## config.mk

```make
export PLATFORM = sky130hd
export DESIGN_NAME = rename_core_top
export DESIGN_NICKNAME = d
export VERILOG_FILES = /design/src/verilog/rename_pkg.sv /design/src/verilog/rename_core_top.sv /design/src/verilog/reorder_buffer.sv /design/src/verilog/reg_rename.sv /design/src/verilog/instr_decode.sv
export SDC_FILE = /design/constraint.sdc
export NUM_CORES = 2
export LEC_CHECK = 0
export BUFFER_PORTS_ARGS = -buffer_cell sky130_fd_sc_hd__clkbuf_2
export CAP_MARGIN = 5
export CORE_MARGIN = 2
export CORE_UTILIZATION = 40
export DETAILED_ROUTE_END_ITERATION = 12
export HOLD_SLACK_MARGIN = 0.05
export PLACE_DENSITY_LB_ADDON = 0.3
export RECOVER_POWER = 100
export SYNTH_ARGS = -nofsm -noshare
export SYNTH_HDL_FRONTEND = slang
export SYNTH_SLANG_ARGS = --single-unit
```

## constraint.sdc

```tcl
create_clock -name in_clk -period 18.6 [get_ports in_clk]
set_input_delay 1.86 -clock in_clk [delete_from_list [all_inputs] [get_ports in_clk]]
set_output_delay 1.86 -clock in_clk [all_outputs]
set_load 0.005 [all_outputs]
```

## src/verilog/rename_pkg.sv

```systemverilog
package rename_pkg;

  // Register file geometry
  localparam int gpr_count = 16;
  localparam int gpr_idx_size = 4;
  localparam int gpr_size = 32;
  // Always reads zero, never renamed
  localparam logic [gpr_idx_size-1:0] zero_reg = 4'd15;

  // Reorder buffer geometry
  localparam int rob_count = 8;
  localparam int rob_idx_size = 3;

  // Immediates are zero-extended
  localparam int imm_size = 16;

  typedef enum logic [3:0] {
    op_add  = 4'd0,
    op_sub  = 4'd1,
    op_and  = 4'd2,
    op_orr  = 4'd3,
    op_adc  = 4'd4,
    op_addi = 4'd5,
    op_subi = 4'd6,
    op_movi = 4'd7
  } opcode_t;

  typedef struct packed {
    logic n;
    logic z;
    logic c;
    logic v;
  } nzcv_t;

  // Register form, three register fields
  typedef struct packed {
    opcode_t                 opcode;
    logic                    set_flags;
    logic [gpr_idx_size-1:0] dst;
    logic [gpr_idx_size-1:0] src1;
    logic [gpr_idx_size-1:0] src2;
    logic [14:0]             unused;
  } instr_r_t;

  // Immediate form, imm replaces src2
  typedef struct packed {
    opcode_t                 opcode;
    logic                    set_flags;
    logic [gpr_idx_size-1:0] dst;
    logic [gpr_idx_size-1:0] src1;
    logic [2:0]              unused;
    logic [imm_size-1:0]     imm;
  } instr_i_t;

  typedef union packed {
    instr_r_t r;
    instr_i_t i;
  } instr_word_t;

  // Single-cycle ALU, result plus NZCV
  function automatic void alu_compute(
    input  opcode_t             op,
    input  logic [gpr_size-1:0] a,
    input  logic [gpr_size-1:0] b,
    input  logic                carry_in,
    output logic [gpr_size-1:0] result,
    output nzcv_t               flags
  );
    logic [gpr_size:0] sum;
    logic is_sub;
    logic is_arith;
    is_sub = (op == op_sub) || (op == op_subi);
    is_arith = (op == op_add) || (op == op_addi) || (op == op_adc) || is_sub;
    case (op)
      op_add, op_addi: sum = {1'b0, a} + {1'b0, b};
      op_adc: sum = {1'b0, a} + {1'b0, b} + {{gpr_size{1'b0}}, carry_in};
      // Two's complement, carry out means no borrow
      op_sub, op_subi: sum = {1'b0, a} + {1'b0, ~b} + {{gpr_size{1'b0}}, 1'b1};
      op_and: sum = {1'b0, a & b};
      op_orr: sum = {1'b0, a | b};
      default: sum = {1'b0, b};
    endcase
    result = sum[gpr_size-1:0];
    flags.n = result[gpr_size-1];
    flags.z = (result == '0);
    flags.c = is_arith ? sum[gpr_size] : 1'b0;
    // Signed overflow, operand signs flip for subtract
    if (!is_arith) begin
      flags.v = 1'b0;
    end else if (is_sub) begin
      flags.v = (a[gpr_size-1] != b[gpr_size-1]) && (result[gpr_size-1] != a[gpr_size-1]);
    end else begin
      flags.v = (a[gpr_size-1] == b[gpr_size-1]) && (result[gpr_size-1] != a[gpr_size-1]);
    end
  endfunction

endpackage
```

## src/verilog/rename_core_top.sv

```systemverilog
`timescale 1ns/1ps

module rename_core_top import rename_pkg::*; (
  input  logic                    in_clk,
  input  logic                    in_rst,
  input  logic                    instr_valid,
  input  instr_word_t             instr_word,
  output logic                    instr_ready,
  output logic                    commit_valid,
  output logic [gpr_idx_size-1:0] commit_reg,
  output logic [gpr_size-1:0]     commit_value,
  output logic                    commit_set_nzcv,
  output nzcv_t                   commit_nzcv
);

  // Decode to rename
  logic                    dec_valid;
  opcode_t                 dec_opcode;
  logic                    dec_set_flags;
  logic                    dec_use_imm;
  logic [imm_size-1:0]     dec_imm;
  logic [gpr_idx_size-1:0] dec_src1;
  logic [gpr_idx_size-1:0] dec_src2;
  logic [gpr_idx_size-1:0] dec_dst;

  // Rename to reorder buffer
  logic                    disp_valid;
  opcode_t                 disp_opcode;
  logic                    disp_set_flags;
  logic [gpr_idx_size-1:0] disp_dst;
  logic                    disp_src1_valid;
  logic [gpr_size-1:0]     disp_src1_value;
  logic [rob_idx_size-1:0] disp_src1_tag;
  logic                    disp_src2_valid;
  logic [gpr_size-1:0]     disp_src2_value;
  logic [rob_idx_size-1:0] disp_src2_tag;
  logic                    disp_nzcv_valid;
  nzcv_t                   disp_nzcv;
  logic [rob_idx_size-1:0] disp_nzcv_tag;

  // Reorder buffer feedback
  logic                    rob_space;
  logic [rob_idx_size-1:0] alloc_tag;
  logic [rob_idx_size-1:0] commit_tag;

  // Port names match the nets above
  instr_decode i_decode (.*);

  reg_rename i_rename (.*);

  reorder_buffer i_rob (.*);

endmodule

```

## src/verilog/reorder_buffer.sv

```systemverilog
`timescale 1ns/1ps

module reorder_buffer import rename_pkg::*; (
  input  logic                    in_clk,
  input  logic                    in_rst,
  input  logic                    disp_valid,
  input  opcode_t                 disp_opcode,
  input  logic                    disp_set_flags,
  input  logic [gpr_idx_size-1:0] disp_dst,
  input  logic                    disp_src1_valid,
  input  logic [gpr_size-1:0]     disp_src1_value,
  input  logic [rob_idx_size-1:0] disp_src1_tag,
  input  logic                    disp_src2_valid,
  input  logic [gpr_size-1:0]     disp_src2_value,
  input  logic [rob_idx_size-1:0] disp_src2_tag,
  input  logic                    disp_nzcv_valid,
  input  nzcv_t                   disp_nzcv,
  input  logic [rob_idx_size-1:0] disp_nzcv_tag,
  output logic                    rob_space,
  output logic [rob_idx_size-1:0] alloc_tag,
  output logic                    commit_valid,
  output logic [gpr_idx_size-1:0] commit_reg,
  output logic [gpr_size-1:0]     commit_value,
  output logic [rob_idx_size-1:0] commit_tag,
  output logic                    commit_set_nzcv,
  output nzcv_t                   commit_nzcv
);

  // Entry fields
  opcode_t                 e_opcode [rob_count];
  logic                    e_set_flags [rob_count];
  logic [gpr_idx_size-1:0] e_dst [rob_count];
  logic                    e_src1_valid [rob_count];
  logic [gpr_size-1:0]     e_src1_value [rob_count];
  logic [rob_idx_size-1:0] e_src1_tag [rob_count];
  logic                    e_src2_valid [rob_count];
  logic [gpr_size-1:0]     e_src2_value [rob_count];
  logic [rob_idx_size-1:0] e_src2_tag [rob_count];
  logic                    e_nzcv_valid [rob_count];
  nzcv_t                   e_nzcv_in [rob_count];
  logic [rob_idx_size-1:0] e_nzcv_tag [rob_count];
  // Done stays set after commit until the slot is reused
  logic                    e_done [rob_count];
  logic [gpr_size-1:0]     e_result [rob_count];
  nzcv_t                   e_flags [rob_count];

  logic [rob_idx_size-1:0] head;
  logic [rob_idx_size-1:0] tail;
  logic [rob_idx_size:0]   count;
  logic                    do_commit;

  // Execute slot
  logic                    exec_fire;
  logic [rob_idx_size-1:0] exec_tag;
  logic [rob_idx_size-1:0] scan_idx;
  logic [gpr_size-1:0]     exec_result;
  nzcv_t                   exec_flags;

  // Operands of the entry being allocated
  logic                    alloc_src1_valid;
  logic [gpr_size-1:0]     alloc_src1_value;
  logic                    alloc_src2_valid;
  logic [gpr_size-1:0]     alloc_src2_value;
  logic                    alloc_nzcv_valid;
  nzcv_t                   alloc_nzcv;

  // Two instructions may sit in decode and rename
  assign rob_space = (count <= (rob_count - 3));
  // Entry in rename lands at tail on the next edge
  assign alloc_tag = tail + {{(rob_idx_size-1){1'b0}}, disp_valid};
  assign do_commit = (count != '0) && e_done[head];

  // Oldest ready entry, scanning from head
  always_comb begin
    exec_fire = 1'b0;
    exec_tag = head;
    scan_idx = head;
    for (int i = 0; i < rob_count; i++) begin
      scan_idx = head + i[rob_idx_size-1:0];
      if (!exec_fire && i < count && !e_done[scan_idx] &&
          e_src1_valid[scan_idx] && e_src2_valid[scan_idx] &&
          (e_nzcv_valid[scan_idx] || e_opcode[scan_idx] != op_adc)) begin
        exec_fire = 1'b1;
        exec_tag = scan_idx;
      end
    end
  end

  always_comb begin
    alu_compute(e_opcode[exec_tag], e_src1_value[exec_tag], e_src2_value[exec_tag],
                e_nzcv_in[exec_tag].c, exec_result, exec_flags);
  end

  // Waiting operand takes a result broadcast now or one already done
  function automatic void wake_operand(
    input  logic                    valid_in,
    input  logic [gpr_size-1:0]     value_in,
    input  logic [rob_idx_size-1:0] tag,
    output logic                    valid_out,
    output logic [gpr_size-1:0]     value_out
  );
    valid_out = 1'b1;
    if (valid_in) begin
      value_out = value_in;
    end else if (exec_fire && exec_tag == tag) begin
      value_out = exec_result;
    end else if (e_done[tag]) begin
      value_out = e_result[tag];
    end else begin
      valid_out = 1'b0;
      value_out = value_in;
    end
  endfunction

  always_comb begin
    wake_operand(disp_src1_valid, disp_src1_value, disp_src1_tag,
                 alloc_src1_valid, alloc_src1_value);
    wake_operand(disp_src2_valid, disp_src2_value, disp_src2_tag,
                 alloc_src2_valid, alloc_src2_value);
    // Flag tag always names a flag-setting entry
    alloc_nzcv_valid = 1'b1;
    if (disp_nzcv_valid) begin
      alloc_nzcv = disp_nzcv;
    end else if (exec_fire && e_set_flags[exec_tag] && exec_tag == disp_nzcv_tag) begin
      alloc_nzcv = exec_flags;
    end else if (e_done[disp_nzcv_tag]) begin
      alloc_nzcv = e_flags[disp_nzcv_tag];
    end else begin
      alloc_nzcv_valid = 1'b0;
      alloc_nzcv = disp_nzcv;
    end
  end

  always_ff @(posedge in_clk) begin
    if (in_rst) begin
      head <= '0;
      tail <= '0;
      count <= '0;
      commit_valid <= 1'b0;
      for (int k = 0; k < rob_count; k++) begin
        e_done[k] <= 1'b0;
      end
    end else begin
      commit_valid <= do_commit;
      if (do_commit) begin
        head <= head + 1'b1;
      end
      if (disp_valid) begin
        tail <= tail + 1'b1;
      end
      count <= count + (rob_idx_size+1)'(disp_valid) - (rob_idx_size+1)'(do_commit);
      if (exec_fire) begin
        e_done[exec_tag] <= 1'b1;
      end
      if (disp_valid) begin
        e_done[tail] <= 1'b0;
      end
    end
  end

  always_ff @(posedge in_clk) begin
    if (do_commit) begin
      commit_reg <= e_dst[head];
      commit_value <= e_result[head];
      commit_tag <= head;
      commit_set_nzcv <= e_set_flags[head];
      commit_nzcv <= e_flags[head];
    end
    if (exec_fire) begin
      e_result[exec_tag] <= exec_result;
      e_flags[exec_tag] <= exec_flags;
      // Broadcast to every waiting operand
      for (int k = 0; k < rob_count; k++) begin
        if (!e_src1_valid[k] && e_src1_tag[k] == exec_tag) begin
          e_src1_valid[k] <= 1'b1;
          e_src1_value[k] <= exec_result;
        end
        if (!e_src2_valid[k] && e_src2_tag[k] == exec_tag) begin
          e_src2_valid[k] <= 1'b1;
          e_src2_value[k] <= exec_result;
        end
        if (e_set_flags[exec_tag] && !e_nzcv_valid[k] && e_nzcv_tag[k] == exec_tag) begin
          e_nzcv_valid[k] <= 1'b1;
          e_nzcv_in[k] <= exec_flags;
        end
      end
    end
    // Allocation last, tail slot is never in the broadcast set
    if (disp_valid) begin
      e_opcode[tail] <= disp_opcode;
      e_set_flags[tail] <= disp_set_flags;
      e_dst[tail] <= disp_dst;
      e_src1_valid[tail] <= alloc_src1_valid;
      e_src1_value[tail] <= alloc_src1_value;
      e_src1_tag[tail] <= disp_src1_tag;
      e_src2_valid[tail] <= alloc_src2_valid;
      e_src2_value[tail] <= alloc_src2_value;
      e_src2_tag[tail] <= disp_src2_tag;
      e_nzcv_valid[tail] <= alloc_nzcv_valid;
      e_nzcv_in[tail] <= alloc_nzcv;
      e_nzcv_tag[tail] <= disp_nzcv_tag;
    end
  end

endmodule

```

## src/verilog/reg_rename.sv

```systemverilog
`timescale 1ns/1ps

module reg_rename import rename_pkg::*; (
  input  logic                    in_clk,
  input  logic                    in_rst,
  input  logic                    dec_valid,
  input  opcode_t                 dec_opcode,
  input  logic                    dec_set_flags,
  input  logic                    dec_use_imm,
  input  logic [imm_size-1:0]     dec_imm,
  input  logic [gpr_idx_size-1:0] dec_src1,
  input  logic [gpr_idx_size-1:0] dec_src2,
  input  logic [gpr_idx_size-1:0] dec_dst,
  input  logic [rob_idx_size-1:0] alloc_tag,
  input  logic                    commit_valid,
  input  logic [gpr_idx_size-1:0] commit_reg,
  input  logic [gpr_size-1:0]     commit_value,
  input  logic [rob_idx_size-1:0] commit_tag,
  input  logic                    commit_set_nzcv,
  input  nzcv_t                   commit_nzcv,
  output logic                    disp_valid,
  output opcode_t                 disp_opcode,
  output logic                    disp_set_flags,
  output logic [gpr_idx_size-1:0] disp_dst,
  output logic                    disp_src1_valid,
  output logic [gpr_size-1:0]     disp_src1_value,
  output logic [rob_idx_size-1:0] disp_src1_tag,
  output logic                    disp_src2_valid,
  output logic [gpr_size-1:0]     disp_src2_value,
  output logic [rob_idx_size-1:0] disp_src2_tag,
  output logic                    disp_nzcv_valid,
  output nzcv_t                   disp_nzcv,
  output logic [rob_idx_size-1:0] disp_nzcv_tag
);

  // Per register value, valid bit and producer tag
  logic [gpr_size-1:0]     gpr_value [gpr_count];
  logic                    gpr_valid [gpr_count];
  logic [rob_idx_size-1:0] gpr_tag [gpr_count];
  // Flags tracked like one more register
  nzcv_t                   flags;
  logic                    flags_valid;
  logic [rob_idx_size-1:0] flags_tag;

  // Read ports, 0 is src1 and 1 is src2
  logic [gpr_idx_size-1:0] rd_idx [2];
  logic                    rd_valid [2];
  logic [gpr_size-1:0]     rd_value [2];
  logic                    rd_flags_valid;
  nzcv_t                   rd_flags;

  assign rd_idx[0] = dec_src1;
  assign rd_idx[1] = dec_src2;

  always_comb begin
    for (int p = 0; p < 2; p++) begin
      if (rd_idx[p] == zero_reg) begin
        rd_valid[p] = 1'b1;
        rd_value[p] = '0;
      end else if (gpr_valid[rd_idx[p]]) begin
        rd_valid[p] = 1'b1;
        rd_value[p] = gpr_value[rd_idx[p]];
      end else if (commit_valid && commit_reg == rd_idx[p] &&
                   commit_tag == gpr_tag[rd_idx[p]]) begin
        // Producer commits on this edge, bypass it
        rd_valid[p] = 1'b1;
        rd_value[p] = commit_value;
      end else begin
        rd_valid[p] = 1'b0;
        rd_value[p] = gpr_value[rd_idx[p]];
      end
    end
    // Same bypass for the flags
    if (!flags_valid && commit_valid && commit_set_nzcv && commit_tag == flags_tag) begin
      rd_flags_valid = 1'b1;
      rd_flags = commit_nzcv;
    end else begin
      rd_flags_valid = flags_valid;
      rd_flags = flags;
    end
  end

  always_ff @(posedge in_clk) begin
    if (in_rst) begin
      disp_valid <= 1'b0;
      flags <= '0;
      flags_valid <= 1'b1;
      flags_tag <= '0;
      for (int r = 0; r < gpr_count; r++) begin
        gpr_value[r] <= '0;
        gpr_valid[r] <= 1'b1;
        gpr_tag[r] <= '0;
      end
    end else begin
      disp_valid <= dec_valid;
      // Commit only lands if no younger writer renamed the register
      if (commit_valid && commit_reg != zero_reg && commit_tag == gpr_tag[commit_reg]) begin
        gpr_value[commit_reg] <= commit_value;
        gpr_valid[commit_reg] <= 1'b1;
      end
      if (commit_valid && commit_set_nzcv && commit_tag == flags_tag) begin
        flags <= commit_nzcv;
        flags_valid <= 1'b1;
      end
      // Dispatch comes last so a new tag stays busy
      if (dec_valid && dec_dst != zero_reg) begin
        gpr_valid[dec_dst] <= 1'b0;
        gpr_tag[dec_dst] <= alloc_tag;
      end
      if (dec_valid && dec_set_flags) begin
        flags_valid <= 1'b0;
        flags_tag <= alloc_tag;
      end
    end
  end

  // Sources read from pre-edge state, before own dst goes busy
  always_ff @(posedge in_clk) begin
    if (dec_valid) begin
      disp_opcode <= dec_opcode;
      disp_set_flags <= dec_set_flags;
      disp_dst <= dec_dst;
      disp_src1_valid <= rd_valid[0];
      disp_src1_value <= rd_value[0];
      disp_src1_tag <= gpr_tag[dec_src1];
      disp_src2_valid <= dec_use_imm || rd_valid[1];
      disp_src2_value <= dec_use_imm ? {{(gpr_size-imm_size){1'b0}}, dec_imm} : rd_value[1];
      disp_src2_tag <= gpr_tag[dec_src2];
      disp_nzcv_valid <= rd_flags_valid;
      disp_nzcv <= rd_flags;
      disp_nzcv_tag <= flags_tag;
    end
  end

endmodule

```

## src/verilog/instr_decode.sv

```systemverilog
`timescale 1ns/1ps

module instr_decode import rename_pkg::*; (
  input  logic                    in_clk,
  input  logic                    in_rst,
  input  logic                    instr_valid,
  input  instr_word_t             instr_word,
  input  logic                    rob_space,
  output logic                    instr_ready,
  output logic                    dec_valid,
  output opcode_t                 dec_opcode,
  output logic                    dec_set_flags,
  output logic                    dec_use_imm,
  output logic [imm_size-1:0]     dec_imm,
  output logic [gpr_idx_size-1:0] dec_src1,
  output logic [gpr_idx_size-1:0] dec_src2,
  output logic [gpr_idx_size-1:0] dec_dst
);

  logic accept;
  logic word_use_imm;
  logic word_is_movi;

  // Room downstream for everything in flight plus this word
  assign instr_ready = rob_space;
  assign accept = instr_valid && rob_space;

  // Opcode sits in the same bits for both forms
  always_comb begin
    case (instr_word.r.opcode)
      op_addi, op_subi, op_movi: word_use_imm = 1'b1;
      default: word_use_imm = 1'b0;
    endcase
  end

  assign word_is_movi = (instr_word.r.opcode == op_movi);

  // One-cycle strobe per accepted word
  always_ff @(posedge in_clk) begin
    if (in_rst) begin
      dec_valid <= 1'b0;
    end else begin
      dec_valid <= accept;
    end
  end

  always_ff @(posedge in_clk) begin
    if (accept) begin
      dec_opcode <= instr_word.r.opcode;
      dec_set_flags <= instr_word.r.set_flags;
      dec_use_imm <= word_use_imm;
      dec_dst <= instr_word.r.dst;
      // MOVI adds imm to a zero that is always valid
      dec_src1 <= word_is_movi ? zero_reg : instr_word.r.src1;
      // Both views kept, rename picks one by dec_use_imm
      dec_src2 <= instr_word.r.src2;
      dec_imm <= instr_word.i.imm;
    end
  end

endmodule

```

==> summary by stage <==
Synth
The number of synthesized register bits is 1752. The synthesized area per cell is 13.35 µm². The top cell type by area accounts for 53.72% of the synthesized area. Sequential elements use 55.57% of the synthesized area. Counting instances in the post-synthesis netlist gives the leading cell types as edfxtp_1, a21oi_1, mux4_2.

By area the synthesized netlist is led by edfxtp_1, mux4_2, a21oi_1. Yosys printed 0 warnings. The share of async-settable or async-resettable flops after synthesis is 0%. The synthesized area is 93120 µm².

The cell type contributing the most total cell area after synthesis is edfxtp_1. In this run, synthesis inferred 1666 flip-flops with an integrated enable. Counting distinct cell types in the post-synthesis netlist gives 101. The gate count of the mapped netlist is 6978. Among all flip-flop cells after synthesis, the most frequent one is edfxtp_1. The most used standard cell by instance count after synthesis is edfxtp_1.

Timing
Setup violations remaining at the end of the flow were counted as 0. The total negative slack is 0 ns. The number of pins with negative max-slew slack in the final report came to 3295. The time the worst path needs with I/O delays and setup is 15.57 ns. Setup repair after global routing left no endpoint under its margin. Headroom to the max-slew limit came out at -194.6%.

On the final layout, the worst clock skew is 0.04833 ns. The ratio of final minimum period to clock period is 83.71%. Timing would allow up to 0.06423 GHz. The transition time of the tightest slew-check pin is 4.419 ns. The count of final hold-check violations was 0.

Cells and area
The post-layout net count is 7045. The post-route netlist has 16.24% of its cells at a drive strength greater than 1. In the final layout, the registers with the most flip-flops are i_rename.gpr_value (512), i_rob.e_src1_value (256), i_rob.e_src2_value (256). The register with the most flip-flops in the final layout is i_rename.gpr_value. The flip-flop count of the largest register, all copies and words added is 512. Compared with the post-synthesis result, the final layout area differs by 10.02%.

Outcome
The checks that failed: capacitance limit, slew limit. The flow ran to the end, but the final reports show violations.

Drt
After detailed routing, the total wire length is 297100 µm. Using the TritonRoute via totals, the vias-per-cell ratio works out to 6.200. The number of nets still failing antenna checks after routing is 0. After detailed routing, the average wire length per cell comes to 29.42 µm. The final routed DRC violation total is 0.

The final route contains 62.62k vias. In this run, the number of DRC markers left after iteration 0 of detailed routing was 7516. The first-pass iteration count of the detailed router is 6.

Floorplan
The floorplan step defined a die boundary enclosing 236700 µm². The die extent in y is 486.5 µm. For this design the top-level I/O count stands at 78.

The die width is 486.5 µm. The floorplan has 177 rows. In this run the standard cell core region covers 232100 µm². Once the floorplan was initialized, standard cells occupied 40.12% of the core.

Placement
Detailed placement finished with a half-perimeter wire length of 179900 µm. The global placer's final weighted congestion is 0.8969. The number of buffers inserted by port buffering is 77.

Clock tree
The H-tree level count is 4. Hold repair after CTS inserted 0 buffers. The number of cells upsized or downsized after cts is 0. The worst-skew pair later-pin latency is 0.86 ns. The clock edge transition at the registers on the reported setup and hold paths is 0.06 ns. Clock tree synthesis selected as its root buffer the cell clkbuf_16. TritonCTS created 184 clock buffers.

The worst-case clock buffer depth is 3. Post-CTS timing repair inserted 0 buffers for setup. The clock drives 1752 sinks. TritonCTS built the clock tree.

GRT
Entering global routing, the biggest net connects 146 pins. The number of antenna violations at the first check in global routing is 8. The total global routing overflow is 0.

The first-pass GRT wire length is 429100 µm. The overall track demand over capacity in global routing is 24.69%. The number of global-route vias before repair was 61.64k.

Worst hold path
In this run the worst hold path is classified as flop to flop.

Setup path
Data arrives at the worst endpoint at 16.02 ns. The type of destination of the critical path is a flop. The worst setup path is launched from a flop.

Of all nets on the critical path, the largest fanout is 71. The start-to-end type of the worst setup path is flop to flop. The required time reported for the critical path endpoint is 19.05 ns.

Run
The tool flagged a number of max-cap violations equal to 107.
==> per-stage QoR <==
step           hold WS [ns]  instances  cell area [µm²]  utilization, %  worst slack [ns]
2_1_floorplan        0.4003       7012            93250               -             8.065
5_1_grt              0.4323      10100           102400           44.14             2.330
4_1_cts              0.4299      10100           103400           44.55             5.657
3_5_place_dp         0.4089       9754            97330           41.94             5.745
6_report             0.4212      10100           102500           44.14             3.030
3_3_place_gp         0.4079       9754            97330           41.94             5.994
==> final timing paths <==
path,slack (ns),startpoint,to,cells after the start
setup reg to reg,3.03,i_rob.head[0],i_rob.e_src1_value[6][8],19
hold reg to reg,0.42,i_decode.dec_opcode[0],i_rename.disp_opcode[0],0
hold / removal,0.42,i_decode.dec_opcode[0],i_rename.disp_opcode[0],0
setup / recovery,3.03,i_rob.head[0],i_rob.e_src1_value[6][8],19
==> layout make-up <==
class,count,area [µm²]
fillers,20790,129600
flip-flops and latches,1752,51790
multi-input cells,4550,38940
clock buffers,232,4910
well taps,3043,3807
repair buffers,277,1336
clock inverters,109,1157
inverters,132,504.2
diodes,4,10.01
==> per-layer routing <==
metal  global-route usage (%)  up-vias  wire length (µm)
met4                    8.187        2             10290
met5                        0        -                13
li1                         -    26660                 -
met2                    40.05     3400            140900
met3                    4.526      651             29760
met1                    33.53    31910            116100
==> worst max-delay path, cell delays in order, from the launching register on <==
cell      delay, ns
dfxtp_1        2.00
inv_1          0.20
ha_1           0.76
mux4_2         0.63
a31oi_1        1.30
or2_0          0.93
o21ai_0        0.35
xnor2_2        0.21
buf_4          0.58
clkbuf_1       1.05
clkbuf_1       1.61
xor2_1         0.18
or4_1          0.15
clkbuf_1       1.94
inv_1          0.41
nor2_1         0.88
buf_4          0.58
a21oi_1        0.13
o22ai_1        0.97
o21ai_0        0.20
==> cells by family (layout without fill, tap and decap cells) <==
family	Yosys count	after routing	share of synthesized area [%]
XOR/XNOR	177	177	1.673
AO/OA/AOI/OAI	1453	1453	9.654
buffers and inverters	710	750	3.046
other	1	39	0.004027
adder cells (fa/ha/maj)	113	113	1.542
AND/OR/NAND/NOR	1813	1813	9.884
flip-flops	1752	1752	55.57
multiplexers	959	959	18.63
==> cell usage in the layout (no fill, tap or decap), drive strengths merged, types with 24 or more instances in the layout <==
cell    instances
mux2i         294
ha            110
nand2         362
or2            24
nand2b         28
nor3           65
a211oi        195
buf            61
o22ai          72
a21oi         694
mux4          611
clkinv         82
xnor2         115
dfxtp          86
edfxtp       1666
conb           35
nor2b         169
and2          515
mux2           54
inv           127
o221ai         31
o21bai         31
nand3          41
o21ai         194
xor2           62
nor4           27
nor2          504
clkbuf        448
Power is not shown: default switching activity piles up to over one toggle a cycle in this logic, so the estimate is an artifact.
